`src/logic/upstream_pkg.sv`:
```
// Lengths count UDP payload bytes; the IQ start threshold assumes at most 12 receivers
`default_nettype none

package upstream_pkg;

  typedef logic [7:0]  udp_byte_t;
  typedef logic [10:0] udp_len_t;
  typedef logic [31:0] seq_no_t;
  typedef logic [23:0] iq_sample_t;
  typedef logic [11:0] bs_sample_t;
  typedef logic [5:0]  cmd_addr_t;

  // One command data word, read according to its address
  typedef union packed {
    struct packed {
      logic [5:0]  rsvd_hi;
      logic [1:0]  speed;      // Sample rate code
      logic [15:0] rsvd_mid;
      logic [4:0]  nrx_m1;     // Receivers minus one
      logic [2:0]  rsvd_lo;
    } rx_cfg;
    struct packed {
      logic [7:0]  rsvd_hi;
      logic        vna_en;
      logic [22:0] rsvd_lo;
    } vna_cfg;
  } cmd_word_u;

  localparam udp_len_t DISCOVERY_LEN = 11'd60;
  localparam udp_len_t DATA_PACKET_LEN = 11'd1032;
  localparam logic [8:0] FRAME_DATA_BYTES = 9'd504;  // 512 byte frame less its header
  localparam udp_len_t BS_PACKET_SAMPLES = 11'd512;
  localparam udp_len_t IQ_START_WORDS = 11'd334;

  localparam cmd_addr_t CMD_ADDR_RX_CFG = 6'd0;
  localparam cmd_addr_t CMD_ADDR_VNA = 6'd9;

  localparam udp_byte_t EP_IQ = 8'd6;
  localparam udp_byte_t EP_BS = 8'd4;

endpackage

`default_nettype wire

```
`src/logic/upstream_ctrl_regs.sv`:
```
// Only addresses 0 and 9 are decoded; an interval wider than 7 bits wraps
`default_nettype none
`timescale 1ns/10ps

module upstream_ctrl_regs
  import upstream_pkg::*;
(
  input  logic       clk,
  input  logic       reset,
  input  cmd_addr_t  cmd_addr,
  input  logic [31:0] cmd_data,
  input  logic       cmd_rqst,
  output logic [6:0] bs_interval,
  output logic       vna
);

  cmd_word_u cmd_word;

  assign cmd_word = cmd_data;

  always_ff @(posedge clk) begin
    if (reset) begin
      bs_interval <= 7'd1;
      vna         <= 1'b0;
    end else if (cmd_rqst) begin
      case (cmd_addr)
        CMD_ADDR_RX_CFG: begin
          // Receivers scaled by sample speed
          bs_interval <= (7'(cmd_word.rx_cfg.nrx_m1) + 7'd1) << cmd_word.rx_cfg.speed;
        end
        CMD_ADDR_VNA: begin
          vna <= cmd_word.vna_cfg.vna_en;
        end
        default: begin
          bs_interval <= bs_interval;
        end
      endcase
    end
  end

endmodule

`default_nettype wire

```
`config.mk`:
```
export PLATFORM = sky130hd
export DESIGN_NAME = upstream_ctrl_regs
export DESIGN_NICKNAME = d
export VERILOG_FILES = /design/src/logic/upstream_pkg.sv /design/src/logic/upstream_ctrl_regs.sv
export SDC_FILE = /design/constraint.sdc
export NUM_CORES = 1
export LEC_CHECK = 0
export BUFFER_PORTS_ARGS = -buffer_cell sky130_fd_sc_hd__buf_2
export CORE_MARGIN = 8
export CORE_UTILIZATION = 39
export CTS_BUF_LIST = sky130_fd_sc_hd__clkbuf_2 sky130_fd_sc_hd__clkbuf_4 sky130_fd_sc_hd__clkbuf_8
export CTS_CLUSTER_DIAMETER = 100
export CTS_CLUSTER_SIZE = 40
export DETAILED_ROUTE_END_ITERATION = 7
export PLACE_DENSITY_LB_ADDON = 0.2
export SYNTH_ARGS = -nofsm -noshare
export SYNTH_HDL_FRONTEND = slang
export SYNTH_SLANG_ARGS = --single-unit
```
`constraint.sdc`:
```
create_clock -name clk -period 2.1 [get_ports clk]
set_input_delay 0.315 -clock clk [delete_from_list [all_inputs] [get_ports clk]]
set_output_delay 0.315 -clock clk [all_outputs]
set_load 0.005 [all_outputs]
```
==> flow_metrics.env <==
export IMPL_post_drt_via_cell_ratio=5.89
export IMPL_finalCritPeriodShare=0.790
export IMPL_clk_pin_slew_ns=0.05
export IMPL_coreArea_mm2=0.00149
export IMPL_dieArea_mm2=0.00309
export IMPL_hp_class="input pin to flip-flop"
export IMPL_run_status="complete, no violations"
export IMPL_netlist_area_um2=611
export IMPL_ys_warn_count=0
export IMPL_totalNegativeSetupSlack_ns=0
export IMPL_rsz0062_at_grt="false"
export IMPL_worstMarginPinSlew_ns=0.350
export IMPL_synthAdderAreaFrac=0.0205
export IMPL_synthesis_nets=114
export IMPL_dr_first_iter_drc_count=9
export IMPL_synthFlopType="dfxtp_1"
export IMPL_worst_path_max_delay_cell="or4b_4"
export IMPL_wl_per_cell_um=13.6
export IMPL_synthTopCellsByCount="8 x dfxtp_1, 7 x nor2_1, 5 x a21oi_1, 5 x clkbuf_1, 5 x mux2i_1"
export IMPL_grt_start_max_net_pins=19
export IMPL_diodes=0
export IMPL_ctsHoldBuffers=0
export IMPL_end_kind="flip-flop"
export IMPL_cts_made_buffers=3
export IMPL_ant_nets=0
export IMPL_ys_ff_latch=8
export IMPL_die_y_um=55.6
export IMPL_drc=0
export IMPL_yosysMostFrequentCell="dfxtp_1"
export IMPL_drtPass1Iterations=3
export IMPL_gp_congestion=0.790
export IMPL_cts_tree="yes"
export IMPL_maxSlewViolCount=0
export IMPL_slew_headroom=0.765
export IMPL_drive_gt1_frac=0.362
export IMPL_synth_cell_types=34
export IMPL_core_rowCount=14
export IMPL_worstSkewPairLatency_ns=0.25
export IMPL_maxCapViolCount=0
export IMPL_synth_xor_area_share=0.0143
export IMPL_start_util=0.410
export IMPL_synth_mux_area_frac=0.100
export IMPL_synth_top_area_share=0.262
export IMPL_cts_root_buffer="clkbuf_4"
export IMPL_fin_area_um2=751
export IMPL_path_cells="buf_2 > or4b_4 > or4_4 > mux2i_1 > a31o_2"
export IMPL_synth_top_family_by_area="simple AND/OR/NAND/NOR gates"
export IMPL_post_route_util=0.504
export IMPL_dpl_cell_area_um2=728
export IMPL_ir_drop_v=0.000330
export IMPL_synth_area_top_cells="dfxtp_1 26%, mux2i_1 8.2%, o41ai_2 5.3%"
export IMPL_slowest_delay_ns=0.53
export IMPL_syn_to_final_growth_pct=23.0
export IMPL_worstPathMaxFanout=9
export IMPL_fill_cells=153
export IMPL_htreeDepth=1
export IMPL_dp_hpwl_mm=1.16
export IMPL_seq_area_frac_synth=0.262
export IMPL_syn_avg_cell_area_um2=8.48
export IMPL_crit_required_ns=2.25
export IMPL_io_buffer_count=24
export IMPL_fmax_ghz=0.603
export IMPL_grt_antenna_before_repair=0
export IMPL_synth_edf_count=0
export IMPL_synth_cells=72
export IMPL_synth_top_area_cell="dfxtp_1"
export IMPL_synth_compound_area_frac=0.246
export IMPL_synthSimpleGateAreaFrac=0.307
export IMPL_clockBufferDepth=2
export IMPL_power_per_cell_area_mw_per_mm2=458
export IMPL_power_leakage_nw=0.323
export IMPL_clkSinkCount=8
export IMPL_finalSetupViolations=0
export IMPL_start_kind="input pin"
export IMPL_cts_resized=0
export IMPL_hold_slack_ns=0.294
export IMPL_min_period_ns=1.66
export IMPL_postCtsSetupBuffers=0
export IMPL_die_x_um=55.6
export IMPL_grt_first_pass_wirelength_mm=2.57
export IMPL_critPathArrivalTime_ns=1.81
export IMPL_finalPower_w=0.000344
export IMPL_async_reset_ff_frac=0
export IMPL_finalHoldViolations=0
export IMPL_skew_ns=0
export IMPL_grt_usage=0.0979
export IMPL_via_count=648
export IMPL_ioPinCount=49
export IMPL_grt_pass1_vias=604
export IMPL_grt_overflow_total=0
export IMPL_nets=138
export IMPL_wirelength_mm=1.50
export IMPL_worstSetupPathType="input pin to flip-flop"
-- worst max-delay path, delay by kind of cell --
| kind | cells | cell delay [ns] |
|---|---|---|
| AOI/OAI and AO/OA | 1 | 0.20 |
| buffers and inverters | 1 | 0.10 |
| muxes | 1 | 0.15 |
| and+or+nand+nor | 2 | 1.04 |
-- power by group --
group	internal [W]	total (W)	switching [W]
logic	0.0000328	0.0000735	0.0000407
clock network	0.0000654	0.000117	0.0000518
registers	0.000153	0.000153	0.000000340
total	0.000251	0.000344	0.0000928
-- per-stage QoR --
stage / cells / setup slack (ns)
floorplan: 72 / 0.273
global placement: 107 / 0.183
detailed placement: 107 / 0.168
CTS: 110 / 0.445
global route: 110 / 0.395
finish: 110 / 0.441
-- sequential cells by signal (all words and copies together), names as in the netlist --
signal and cells:
bs_interval 7, vna 1
-- layout by cell type (no fill, tap or decap) --
cell type  instances
a211o_1            1
a211oi_1           2
a21boi_0           1
a21oi_1            5
a2bb2oi_1          1
a311o_1            1
a311oi_1           1
a31o_2             1
a31oi_1            1
and2_1             1
and3_1             1
and4b_1            1
buf_2             24
buf_4              1
clkbuf_4           3
dfxtp_1            8
ha_1               1
mux2_2             1
mux2i_1            5
nand2_1            4
nand2b_1           3
nand3_1            2
nand3b_1           4
nand4_1            1
nand4b_1           1
nor2_1             7
nor3_1             1
nor4_1             2
o2111ai_1          1
o21ai_0            2
o41ai_2            2
or4_1              1
or4_4              1
or4b_4             1
xnor2_1            1
-- logic make-up after synthesis --
kind of cell / Yosys count
AO/OA/AOI/OAI: 19
adder cells (fa/ha/maj): 1
multiplexers: 6
AND/OR/NAND/NOR: 31
buffers and inverters: 6
flip-flops: 8
XOR/XNOR: 1
-- worst paths after layout --
check	from	endpoint	slack [ns]	depth (start not counted)
worst max register to register	bs_interval[6]	bs_interval[6]	1.36	3
worst min register to register	bs_interval[0]	bs_interval[0]	0.46	1
worst max-delay path	cmd_addr[2]	bs_interval[6]	0.44	5
worst min-delay path	cmd_data[23]	vna	0.29	3
-- layer usage --
metal	vias to the layer above	GRT usage	routed length [µm]
met4	0	0.0211	10
met2	11	0.167	746
met1	312	0.102	655
met5	-	0	0
met3	2	0.0548	82
li1	323	-	-
-- layout make-up --
| cell class | count | area [µm²] | share of cell area |
|---|---|---|---|
| Multi-Input combinational cell | 58 | 420 | 0.560 |
| Timing Repair Buffer | 25 | 128 | 0.170 |
| Clock buffer | 3 | 22.5 | 0.0300 |
| Tap cell | 16 | 20.0 | 0.0267 |
| Sequential cell | 8 | 160 | 0.213 |
No activity file was read; power rests on OpenSTA's default activity.
