**src/logic/upstream_pkg.sv**
```systemverilog
// Lengths count UDP payload bytes; the IQ start threshold assumes at most 12 receivers
`default_nettype none

package upstream_pkg;

  typedef logic [7:0]  udp_byte_t;
  typedef logic [10:0] udp_len_t;
  typedef logic [31:0] seq_no_t;
  typedef logic [23:0] iq_sample_t;
  typedef logic [11:0] bs_sample_t;
  typedef logic [5:0]  cmd_addr_t;

  // One command data word, read according to its address
  typedef union packed {
    struct packed {
      logic [5:0]  rsvd_hi;
      logic [1:0]  speed;      // Sample rate code
      logic [15:0] rsvd_mid;
      logic [4:0]  nrx_m1;     // Receivers minus one
      logic [2:0]  rsvd_lo;
    } rx_cfg;
    struct packed {
      logic [7:0]  rsvd_hi;
      logic        vna_en;
      logic [22:0] rsvd_lo;
    } vna_cfg;
  } cmd_word_u;

  localparam udp_len_t DISCOVERY_LEN = 11'd60;
  localparam udp_len_t DATA_PACKET_LEN = 11'd1032;
  localparam logic [8:0] FRAME_DATA_BYTES = 9'd504;  // 512 byte frame less its header
  localparam udp_len_t BS_PACKET_SAMPLES = 11'd512;
  localparam udp_len_t IQ_START_WORDS = 11'd334;

  localparam cmd_addr_t CMD_ADDR_RX_CFG = 6'd0;
  localparam cmd_addr_t CMD_ADDR_VNA = 6'd9;

  localparam udp_byte_t EP_IQ = 8'd6;
  localparam udp_byte_t EP_BS = 8'd4;

endpackage

`default_nettype wire

```
**src/logic/upstream_packer.sv**
```systemverilog
// FIFO counts are 11 bits; once udp_tx_enable is seen the byte stream runs without pause
`default_nettype none
`timescale 1ns/10ps

module upstream_packer
  import upstream_pkg::*;
#(
  parameter logic [7:0] BOARD_NR    = 8'h00,
  parameter logic [7:0] SERIAL_NO   = 8'h00,
  parameter logic [7:0] HARD_STATUS = 8'h40
) (
  input  logic        clk,
  input  logic        reset,
  input  logic        have_ip,
  input  logic        run,
  input  logic        wide_spectrum,
  input  logic        idhermeslite,
  input  logic [47:0] mac,
  input  logic        discovery,
  input  logic        udp_tx_enable,
  input  logic [25:0] iq_word,
  input  logic        iq_valid,
  input  udp_len_t    iq_count,
  input  bs_sample_t  bs_sample,
  input  logic        bs_valid,
  input  udp_len_t    bs_count,
  input  logic [6:0]  bs_interval,
  input  logic        vna,
  input  logic [39:0] resp,
  output logic        udp_tx_request,
  output udp_len_t    udp_tx_length,
  output udp_byte_t   udp_tx_data,
  output logic        iq_pop,
  output logic        bs_pop,
  output logic        resp_rqst
);

  localparam logic [3:0] S_IDLE  = 4'd0;
  localparam logic [3:0] S_REQ   = 4'd1;
  localparam logic [3:0] S_DISC  = 4'd2;
  localparam logic [3:0] S_HDR   = 4'd3;
  localparam logic [3:0] S_SYNC  = 4'd4;
  localparam logic [3:0] S_RX2   = 4'd5;
  localparam logic [3:0] S_RX1   = 4'd6;
  localparam logic [3:0] S_RX0   = 4'd7;
  localparam logic [3:0] S_MIC1  = 4'd8;
  localparam logic [3:0] S_MIC0  = 4'd9;
  localparam logic [3:0] S_PAD   = 4'd10;
  localparam logic [3:0] S_BS_LO = 4'd11;
  localparam logic [3:0] S_BS_HI = 4'd12;

  localparam logic [1:0] K_DISC = 2'd0;
  localparam logic [1:0] K_IQ   = 2'd1;
  localparam logic [1:0] K_BS   = 2'd2;

  logic [3:0] state;
  logic [1:0] kind;
  udp_len_t   pos;        // Position of the byte now on udp_tx_data, 0 is the last
  seq_no_t    iq_seq;
  seq_no_t    bs_seq;
  logic [6:0] bs_cnt;
  logic [6:0] round_cnt;
  logic       mic_bit;
  udp_byte_t  data_next;
  udp_byte_t  board_id;
  udp_byte_t  hdr_ep;
  seq_no_t    hdr_seq;
  logic [8:0] frame_pos;
  logic       round_fits;
  logic       start_iq;
  logic       start_bs;

  assign board_id  = idhermeslite ? 8'h06 : 8'h01;
  assign hdr_ep    = (kind == K_BS) ? EP_BS : EP_IQ;
  assign hdr_seq   = (kind == K_BS) ? bs_seq : iq_seq;
  assign frame_pos = pos[8:0];

  // Room left in this frame for one more round of the same size
  assign round_fits = (frame_pos - 9'd1) >= ({2'b00, round_cnt} + 9'd1);

  assign start_iq = (iq_count >= IQ_START_WORDS) && have_ip && run;
  assign start_bs = wide_spectrum && (bs_cnt == '0) && (bs_count >= BS_PACKET_SAMPLES);

  assign udp_tx_request = (state == S_REQ);
  assign iq_pop = (state == S_RX0) && iq_valid;     // After the low byte
  assign bs_pop = (state == S_BS_HI) && bs_valid;

  // Byte for the next position
  always_comb begin
    data_next = udp_tx_data;
    case (state)
      S_REQ: data_next = 8'hEF;
      S_DISC: begin
        case (pos[5:0])
          6'd59:   data_next = 8'hFE;
          6'd58:   data_next = run ? 8'h03 : 8'h02;
          6'd57:   data_next = mac[47:40];
          6'd56:   data_next = mac[39:32];
          6'd55:   data_next = mac[31:24];
          6'd54:   data_next = mac[23:16];
          6'd53:   data_next = mac[15:8];
          6'd52:   data_next = mac[7:0];
          6'd51:   data_next = SERIAL_NO;
          6'd49:   data_next = "H";
          6'd48:   data_next = "E";
          6'd47:   data_next = "R";
          6'd46:   data_next = "M";
          6'd45:   data_next = "E";
          6'd44:   data_next = "S";
          6'd43:   data_next = "L";
          6'd42:   data_next = "T";
          6'd41:   data_next = BOARD_NR;
          6'd38:   data_next = HARD_STATUS;
          default: data_next = board_id;
        endcase
      end
      S_HDR: begin
        case (pos[2:0])
          3'd7:    data_next = 8'hFE;
          3'd6:    data_next = 8'h01;
          3'd5:    data_next = hdr_ep;
          3'd4:    data_next = hdr_seq[31:24];
          3'd3:    data_next = hdr_seq[23:16];
          3'd2:    data_next = hdr_seq[15:8];
          3'd1:    data_next = hdr_seq[7:0];
          default: data_next = 8'h00;
        endcase
      end
      S_SYNC: begin
        case (frame_pos)
          9'h000, 9'h1FF, 9'h1FE: data_next = 8'h7F;
          9'h1FD:  data_next = resp[39:32];
          9'h1FC:  data_next = resp[31:24];
          9'h1FB:  data_next = resp[23:16];
          9'h1FA:  data_next = resp[15:8];
          9'h1F9:  data_next = resp[7:0];
          default: data_next = 8'h00;
        endcase
      end
      S_RX2:   data_next = iq_word[23:16];
      S_RX1:   data_next = iq_word[15:8];
      S_RX0:   data_next = iq_word[7:0];
      S_MIC1:  data_next = 8'h00;
      S_MIC0:  data_next = vna ? {7'h00, mic_bit} : 8'h00;
      S_PAD:   data_next = 8'h00;
      S_BS_LO: data_next = {bs_sample[3:0], 4'h0};
      S_BS_HI: data_next = bs_sample[11:4];
      default: data_next = udp_tx_data;
    endcase
  end

  always_ff @(posedge clk) begin
    udp_tx_data <= data_next;
    if (state == S_RX2) begin
      mic_bit <= iq_word[25];
    end
  end

  always_ff @(posedge clk) begin
    if (reset) begin
      state         <= S_IDLE;
      kind          <= K_DISC;
      pos           <= '0;
      udp_tx_length <= '0;
      iq_seq        <= '0;
      bs_seq        <= '0;
      bs_cnt        <= 7'd1;
      round_cnt     <= '0;
      resp_rqst     <= 1'b0;
    end else begin
      case (state)
        S_IDLE: begin
          if (discovery) begin
            kind          <= K_DISC;
            udp_tx_length <= DISCOVERY_LEN;
            state         <= S_REQ;
          end else if (start_iq) begin
            kind          <= K_IQ;
            udp_tx_length <= DATA_PACKET_LEN;
            state         <= S_REQ;
            if (bs_cnt != '0) begin
              bs_cnt <= bs_cnt - 7'd1;
            end
          end else if (start_bs) begin
            kind          <= K_BS;
            udp_tx_length <= DATA_PACKET_LEN;
            bs_cnt        <= bs_interval;  // Next bandscope after this many IQ packets
            state         <= S_REQ;
          end
        end
        S_REQ: begin
          if (udp_tx_enable) begin
            pos   <= udp_tx_length - 11'd1;
            state <= (kind == K_DISC) ? S_DISC : S_HDR;
          end
        end
        default: begin
          pos <= pos - 11'd1;
          if (pos == '0) begin
            state <= S_IDLE;
          end else begin
            case (state)
              S_DISC, S_PAD: state <= state;
              S_HDR: begin
                if (pos[2:0] == 3'd1) begin
                  if (kind == K_BS) begin
                    bs_seq <= bs_seq + 32'd1;
                    state  <= S_BS_LO;
                  end else begin
                    iq_seq <= iq_seq + 32'd1;
                    state  <= S_SYNC;
                  end
                end
              end
              S_SYNC: begin
                round_cnt <= '0;
                if (frame_pos == FRAME_DATA_BYTES + 9'd1) begin
                  resp_rqst <= ~resp_rqst;
                  state     <= S_RX2;
                end
              end
              S_RX2: begin
                round_cnt <= round_cnt + 7'd1;
                state     <= S_RX1;
              end
              S_RX1: begin
                round_cnt <= round_cnt + 7'd1;
                state     <= S_RX0;
              end
              S_RX0: begin
                round_cnt <= round_cnt + 7'd1;
                state     <= iq_word[24] ? S_MIC1 : S_RX2;  // Last receiver of the round
              end
              S_MIC1: begin
                round_cnt <= round_cnt + 7'd1;
                state     <= S_MIC0;
              end
              S_MIC0: begin
                round_cnt <= '0;
                state     <= round_fits ? S_RX2 : S_PAD;
              end
              S_BS_LO: state <= S_BS_HI;
              S_BS_HI: state <= S_BS_LO;
              default: state <= S_IDLE;
            endcase
            // Frame full, next frame begins with sync
            if (frame_pos == 9'd1 && state >= S_RX2 && state <= S_PAD) begin
              state <= S_SYNC;
            end
          end
        end
      endcase
      if (!run) begin
        iq_seq <= '0;
        bs_seq <= '0;
      end
    end
  end

endmodule

`default_nettype wire

```
**config.mk**
```make
export PLATFORM = sky130hd
export DESIGN_NAME = upstream_packer
export DESIGN_NICKNAME = d
export VERILOG_FILES = /design/src/logic/upstream_pkg.sv /design/src/logic/upstream_packer.sv
export SDC_FILE = /design/constraint.sdc
export NUM_CORES = 1
export LEC_CHECK = 0
export ABC_AREA = 0
export BUFFER_PORTS_ARGS = -buffer_cell sky130_fd_sc_hd__buf_4
export CORE_MARGIN = 4
export CORE_UTILIZATION = 30
export CTS_CLUSTER_DIAMETER = 60
export DETAILED_ROUTE_END_ITERATION = 12
export SLEW_MARGIN = 20
export SYNTH_ARGS = -nofsm -noshare
export SYNTH_HDL_FRONTEND = slang
export SYNTH_SLANG_ARGS = --single-unit
```
**constraint.sdc**
```tcl
create_clock -name clk -period 3.5 [get_ports clk]
set_input_delay 0.525 -clock clk [delete_from_list [all_inputs] [get_ports clk]]
set_output_delay 0.525 -clock clk [all_outputs]
set_load 0.01 [all_outputs]
```
==> metrics.md, run 1 <==
| Metric | Value |
|---|---|
| Actual transition at the worst max-transition pin | `0.918 ns` |
| Most frequent cell on the critical path | `or4_1` |
| Iteration-0 DRC count of the detailed router | `670` |
| Number of placed instances, taps included | `1,519` |
| Number of cells on the worst hold path | `1` |
| Number of iterations in the first detailed-routing pass | `5` |
| Result of the run | `completed` |
| Final WL | `28,600 µm` |
| Number of clock sinks | `108` |
| Site row count | `59` |
| Net count, final | `1,379` |
| Overall power consumption | `4.84 mW` |
| Number of setup violations in the final report | `0` |
| Final worst-path cycle share | `0.917` |
| Cell area after synthesis | `0.00796 mm²` |
| CP Buf/Inv Count | `0` |
| Remaining routing DRC violations | `0` |
| Kind of cell adding the most delay to the critical path | `simple AND/OR/NAND/NOR gates` |
| Avg Synthesized Cell Area | `7.53 µm²` |
| Via density per instance | `5.59` |
| Final-layout setup total negative slack | `0 ns` |
| Number of primary I/O pins | `189` |
| Start-to-end type of the worst setup path | `flop to flop` |
| Clk Latency, worst-skew pair | `0.38 ns` |
| Critical path launch point type | `flop` |
| Clock-pin slew on the worst setup and hold paths | `0.09 ns` |
| Slowest stage cell on the critical path | `or4_1` |
| Worst endpoint data arrival time | `3.48 ns` |
| Dpl ws | `0.340 ns` |
| PD cells | `491 mW/mm²` |
| Final global-route overflow total | `0` |
| Initial core utilization | `0.305` |
| Core region area | `0.0261 mm²` |
| Count of distinct cell types in the synthesized netlist | `84` |
| Top FF cell, synth | `dfxtp_1` |
| Ordered list of cells on the worst path | `or4_1, nand2b_1, xnor2_1, ha_1, and3_1, a221oi_1, a31oi_1, or4_1, a32o_1` |
| Tightest hold margin | `0.327 ns` |
| Filler cell count in the final layout | `2,778` |
| Post-synthesis instance total | `1,056` |
| Crit-path max cell delay | `0.60 ns` |
| Reg2reg path depth | `9` |
| Vias | `8,577` |
| FF+latch area | `0.00225 mm²` |
| Launch point of the worst hold path | `iq_word[25]` |
| Number of H-tree levels | `3` |
| Post-synth ARST share | `0` |
| Area added between synthesis and finish | `23.9%` |
| Finished Layout Cells | `1,535` |
| Maximum number of buffers from clock root to sink | `2` |
| Routed Antenna Nets | `0` |
| Total placed instance area | `0.00955 mm²` |
| Crit path capture type | `flop` |
| Static leakage | `3.65 nW` |
| Via count of the first global-routing pass | `7,934` |
| Share of final-layout standard cells stronger than drive strength 1 | `0.198` |
| Final cell area excluding filler cells | `0.00986 mm²` |
| Final core utilization | `0.378` |
| GRT Resource Usage Total | `0.186` |
| Terminus of the critical flop-to-flop path | `state[2]$_SDFFE_PP0P_` |
| Area of the multi-input gates | `0.00525 mm²` |
| Register-to-register setup slack | `0.29 ns` |
| Post-route worst setup slack | `0.290 ns` |
| Area of the die | `0.0292 mm²` |
| Antenna cell count | `0` |
| Global-route wire length before repair | `43,500 µm` |
| Min Clock Period, post-route | `3.21 ns` |
| Largest net degree at the start of global routing | `54` |
| Top achievable clock speed | `0.312 GHz` |
| DP Wirelength | `22,100 µm` |
| Number of synthesized register bits | `108` |
| Horizontal die dimension | `171 µm` |
| Routability Congestion | `0.950` |
| Clk Tree Root Cell | `clkbuf_16` |
| Inserted Clock Buffers | `9` |
| Post-CTS setup repair buffer count | `0` |
| Number of antenna violations at the first check in global routing | `0` |
| Max Transition Viols Final | `0` |
| Worst path required time | `3.77 ns` |
| Endpoint, Worst Hold | `mic_bit$_DFFE_PP_` |
| Critical register-to-register path startpoint | `pos[0]$_SDFFE_PP0P_` |
| Worst clock skew | `0.0148 ns` |
| IR Drop Worst-Case VDD | `0.361 mV` |
| Max-cap viol count | `0` |
| Rel. slew slack | `0.385` |
| Cells resized by post-CTS repair | `0` |
| Final Hold Vio Count | `0` |
| Top fanout value on the critical path | `7` |
| Setup repair after global routing missed its margin | `no` |
| Number of hold-repair buffers added at the cts stage | `0` |
| Post-synth EDFFs | `9` |
| Die Y-Extent | `171 µm` |
| Count of buffers from port buffering | `172` |
| Sequential fraction of the synthesis area | `0.283` |
| Average wire length per cell after detail routing | `18.7 µm` |
| Hold crit path type | `input port to flop` |
| Number of warnings reported in the yosys synthesis log | `0` |
| Clock tree from TritonCTS | `yes` |
[report_power, final]
| group | leakage, nW | internal (mW) | switching (mW) |
|---|---|---|---|
| registers | 0.866 | 1.33 | 0.107 |
| clock network | 0.153 | 0.522 | 0.572 |
| logic | 2.63 | 0.873 | 1.44 |
[layout by cell type, fill, tap and decap left out, drive strengths merged, types with 6 or more instances in the layout]
master	Yosys	layout
nand4	29	29
and3	17	17
mux2i	16	16
edfxtp	9	9
o21ai	54	54
nor4	13	13
or3	7	7
nor3	21	21
clkbuf	40	9
a31oi	10	10
a211oi	9	9
and2	13	13
or4	6	6
inv	31	36
nand3	49	49
conb	1	6
a22o	14	14
nand3b	7	7
ha	18	18
nor2b	17	17
a32oi	6	6
xor2	52	52
nand2b	13	13
a221oi	13	13
buf	37	200
dfxtp	99	99
xnor2	20	20
a21oi	80	80
nor2	132	132
a22oi	33	33
o22ai	20	20
nand2	86	86
[logic make-up (layout without fill, tap and decap cells)]
group / Yosys count / in the layout / share of synthesized area
multiplexers: 17 / 17 / 0.0215
flip-flops: 108 / 108 / 0.283
AND/OR/NAND/NOR: 432 / 432 / 0.278
AO/OA/AOI/OAI: 299 / 299 / 0.250
other: 1 / 6 / 0.000471
buffers and inverters: 109 / 248 / 0.0594
adder cells (fa/ha/maj): 18 / 18 / 0.0283
XOR/XNOR: 72 / 72 / 0.0793
[worst max-delay path by stage]
| stage | start | endpoint | slack [ns] | cells past startpoint |
|---|---|---|---|---|
| after floorplan | pos[2]$_SDFFE_PP0P_ | state[2]$_SDFFE_PP0P_ | 0.34 | 13 |
| after global placement | pos[0]$_SDFFE_PP0P_ | state[2]$_SDFFE_PP0P_ | 0.38 | 10 |
| after detailed placement | pos[0]$_SDFFE_PP0P_ | state[2]$_SDFFE_PP0P_ | 0.34 | 10 |
| after CTS | pos[0]$_SDFFE_PP0P_ | state[2]$_SDFFE_PP0P_ | 0.28 | 9 |
| after global routing | pos[0]$_SDFFE_PP0P_ | state[2]$_SDFFE_PP0P_ | 0.12 | 9 |
| final | pos[0]$_SDFFE_PP0P_ | state[2]$_SDFFE_PP0P_ | 0.29 | 9 |
[synth_stat cells, types with 16 or more instances]
cell      count  share of area
inv_1        31          0.015
xor2_1       52          0.057
dfxtp_1      99           0.25
ha_1         18          0.028
nor2b_1      17          0.013
nand2_1      86          0.041
clkbuf_1     39          0.018
mux2i_1      16          0.020
a21oi_1      80          0.050
xnor2_1      20          0.022
nor3_1       20          0.013
nand3_1      49          0.031
o21ai_0      52          0.033
and3_1       17          0.013
nor2_1      131          0.062
a22oi_1      33          0.031
o22ai_1      20          0.016
nand4_1      29          0.023
[registers in the layout (all words and copies together), names as in the netlist]
register and count:
kind 2, udp_tx_data 8, pos 11, resp_rqst 1, bs_cnt 7, bs_seq 32
state 4, mic_bit 1, iq_seq 32, round_cnt 7, udp_tx_length 3
[per-layer routing]
| layer | share of wire | routed length (µm) | GRT usage |
|---|---|---|---|
| met3 | 0.082 | 2340 | 0.0300 |
| met1 | 0.45 | 12800 | 0.251 |
| met4 | 0.025 | 721 | 0.0575 |
| met5 | 0 | 0 | 0 |
| met2 | 0.45 | 12800 | 0.307 |
[worst reg2reg max path, cell delays in order (launching register included)]
cell	delay, ns
dfxtp_1	0.39
or4_1	0.60
nand2b_1	0.21
xnor2_1	0.16
ha_1	0.32
and3_1	0.21
a221oi_1	0.44
a31oi_1	0.12
or4_1	0.40
a32o_1	0.26
[cell type report]
cell class / instances / area share
clock inverters: 7 / 0.00901
well taps: 335 / 0.0425
flip-flops and latches: 108 / 0.229
inverters: 32 / 0.0122
multi-input cells: 844 / 0.533
repair buffers: 200 / 0.152
clock buffers: 9 / 0.0228
Note: power is estimated with default switching activity, not from simulation.
==> run 2, diff against run 1 <==
BUFFER_PORTS_ARGS = -buffer_cell sky130_fd_sc_hd__buf_2   (was -buffer_cell sky130_fd_sc_hd__buf_4)
SKIP_LAST_GASP = 1   (was unset)
==> run 2 against run 1 <==
  * Core utilization decreased by 1.6 points
  * Setup slack improved by 0.023 ns
  * Sequential power about the same
  * Sequential cell count unchanged
  * Critical path depth increased by 1
  * Die area unchanged
  * Count of clock-buffer cells in the layout increased by 1
  * Worst hold slack improved by 0.0056 ns
  * Final cell count increased by 0.33%
  * Global-route usage decreased by 0.051 points
  * Sequential share of layout area increased by 0.99 points
  * Power decreased by 2.6%
  * Critical endpoint unchanged
==> metrics.md, run 2 (same netlist as run 1, synthesis figures left out) <==
| Metric | Value |
|---|---|
| Setup repair after global routing missed its margin | `no (unchanged)` |
| Count of buffers from port buffering | `172 (unchanged)` |
| Reg2reg path depth | `10 (was 9)` |
| Max-cap viol count | `0 (unchanged)` |
| Vias | `8,562 (was 8,577)` |
| Number of hold-repair buffers added at the cts stage | `0 (unchanged)` |
| Final-layout setup total negative slack | `0 ns (unchanged)` |
| Worst endpoint data arrival time | `3.44 ns (was 3.48 ns)` |
| Number of cells on the worst hold path | `1 (unchanged)` |
| Via density per instance | `5.56 (was 5.59)` |
| Commonest non-fill, non-tap cell in the layout | `buf_2 (was buf_4)` |
| GRT Resource Usage Total | `0.186 (about the same)` |
| Routed Antenna Nets | `0 (unchanged)` |
| Net count, final | `1,384 (was 1,379)` |
| Top fanout value on the critical path | `7 (unchanged)` |
| Number of primary I/O pins | `189 (unchanged)` |
| Dpl ws | `0.365 ns (was 0.340 ns)` |
| Cells resized by post-CTS repair | `0 (unchanged)` |
| Average wire length per cell after detail routing | `18.5 µm (was 18.7 µm)` |
| Final Hold Vio Count | `0 (unchanged)` |
| Crit path capture type | `flop (unchanged)` |
| Worst clock skew | `0.00999 ns (was 0.0148 ns)` |
| PD cells | `499 mW/mm² (was 491 mW/mm²)` |
| Final worst-path cycle share | `0.911 (was 0.917)` |
| Tightest hold margin | `0.332 ns (was 0.327 ns)` |
| Maximum number of buffers from clock root to sink | `2 (unchanged)` |
| Start-to-end type of the worst setup path | `flop to flop (unchanged)` |
| Number of iterations in the first detailed-routing pass | `5 (unchanged)` |
| Result of the run | `completed (unchanged)` |
| Worst path required time | `3.75 ns (was 3.77 ns)` |
| Min Clock Period, post-route | `3.19 ns (was 3.21 ns)` |
| Hold crit path type | `input port to flop (unchanged)` |
| Static leakage | `3.52 nW (was 3.65 nW)` |
| Clk Tree Root Cell | `clkbuf_16 (unchanged)` |
| Number of H-tree levels | `3 (unchanged)` |
| Number of antenna violations at the first check in global routing | `1 (was 0)` |
| Final global-route overflow total | `0 (unchanged)` |
| Post-CTS setup repair buffer count | `0 (unchanged)` |
| Inserted Clock Buffers | `9 (unchanged)` |
| Top achievable clock speed | `0.314 GHz (was 0.312 GHz)` |
| IR Drop Worst-Case VDD | `0.288 mV (was 0.361 mV)` |
| Final WL | `28,400 µm (was 28,600 µm)` |
| Iteration-0 DRC count of the detailed router | `792 (was 670)` |
| Antenna cell count | `0 (unchanged)` |
| Clk Latency, worst-skew pair | `0.36 ns (was 0.38 ns)` |
| Routability Congestion | `0.932 (was 0.950)` |
| Global-route wire length before repair | `43,400 µm (was 43,500 µm)` |
| Number of setup violations in the final report | `0 (unchanged)` |
| Filler cell count in the final layout | `2,752 (was 2,778)` |
| DP Wirelength | `22,000 µm (was 22,100 µm)` |
| Die Y-Extent | `171 µm (unchanged)` |
| Via count of the first global-routing pass | `7,988 (was 7,934)` |
| Post-route worst setup slack | `0.313 ns (was 0.290 ns)` |
| Area added between synthesis and finish | `18.8% (was 23.9%)` |
| Site row count | `59 (unchanged)` |
| Actual transition at the worst max-transition pin | `0.857 ns (was 0.918 ns)` |
| Area of the die | `0.0292 mm² (unchanged)` |
| Initial core utilization | `0.305 (unchanged)` |
| Max Transition Viols Final | `0 (unchanged)` |
| Remaining routing DRC violations | `0 (unchanged)` |
| Largest net degree at the start of global routing | `54 (unchanged)` |
| Largest registers | `bs_seq: 32 flops, iq_seq: 32 flops, pos: 11 flops (unchanged)` |
| Critical path launch point type | `flop (unchanged)` |
| Clock-pin slew on the worst setup and hold paths | `0.08 ns (was 0.09 ns)` |
| Clock tree from TritonCTS | `yes (unchanged)` |
| Number of clock sinks | `108 (unchanged)` |
| Horizontal die dimension | `171 µm (unchanged)` |
| Most frequent cells in the layout | `172 x buf_2, 131 x nor2_1, 98 x dfxtp_1 (was 200 x buf_4, 131 x nor2_1, 98 x dfxtp_1)` |
| Final core utilization | `0.363 (was 0.378)` |
| Core region area | `0.0261 mm² (unchanged)` |
| Share of final-layout standard cells stronger than drive strength 1 | `0.201 (was 0.198)` |
| Rel. slew slack | `0.424 (was 0.385)` |
-- run 2: final cells by class --
cell class / instances / area, µm² / share of cell area
Multi-Input combinational cell: 844 / 5250 / 0.556
Timing Repair Buffer: 205 / 1120 / 0.119
Tap cell: 335 / 419 / 0.0444
Sequential cell: 108 / 2250 / 0.238
Clock buffer: 10 / 239 / 0.0253
Clock inverter: 6 / 45.0 / 0.00477
Inverter: 32 / 120 / 0.0127
-- run 2: where the power goes --
group / internal, mW / total (mW) / switching [mW]
registers: 1.33 / 1.44 / 0.105
clock network: 0.509 / 1.02 / 0.510
logic: 0.817 / 2.26 / 1.45
-- run 2: final timing paths --
check / slack [ns] / end / from
worst min register to register: 0.48 / bs_cnt[1]$_SDFFE_PP0P_ / bs_cnt[1]$_SDFFE_PP0P_
worst min-delay path: 0.33 / mic_bit$_DFFE_PP_ / iq_word[25]
worst max-delay path: 0.31 / state[2]$_SDFFE_PP0P_ / pos[0]$_SDFFE_PP0P_
worst max register to register: 0.31 / state[2]$_SDFFE_PP0P_ / pos[0]$_SDFFE_PP0P_
-- run 2: per-layer routing --
layer	global-route usage	vias up	part of all wire	routed length, µm
li1	-	4162	-	-
met1	0.250	3961	0.44	12500
met2	0.303	385	0.44	12600
met3	0.0317	52	0.085	2430
met4	0.0610	2	0.029	823
met5	0	-	0.00046	13
-- run 2: critical path, stage by stage, from the launching register on --
cell and delay [ns]:
dfxtp_1 0.38, or4_1 0.59, nand2b_1 0.20, xnor2_1 0.15, ha_1 0.32, and3_1 0.20, and3_1 0.18, a22oi_1 0.26
a31oi_1 0.12, or4_1 0.41, a32o_1 0.27
-- run 2: through the flow --
step | instances | power [mW] | instance area, µm²
3_3_place_gp | 1524 | 3.64 | 9170
2_1_floorplan | 1061 | 3.00 | 7970
6_report | 1540 | 4.72 | 9450
4_1_cts | 1540 | 4.70 | 9450
3_5_place_dp | 1524 | 3.66 | 9170
5_1_grt | 1540 | 5.03 | 9450
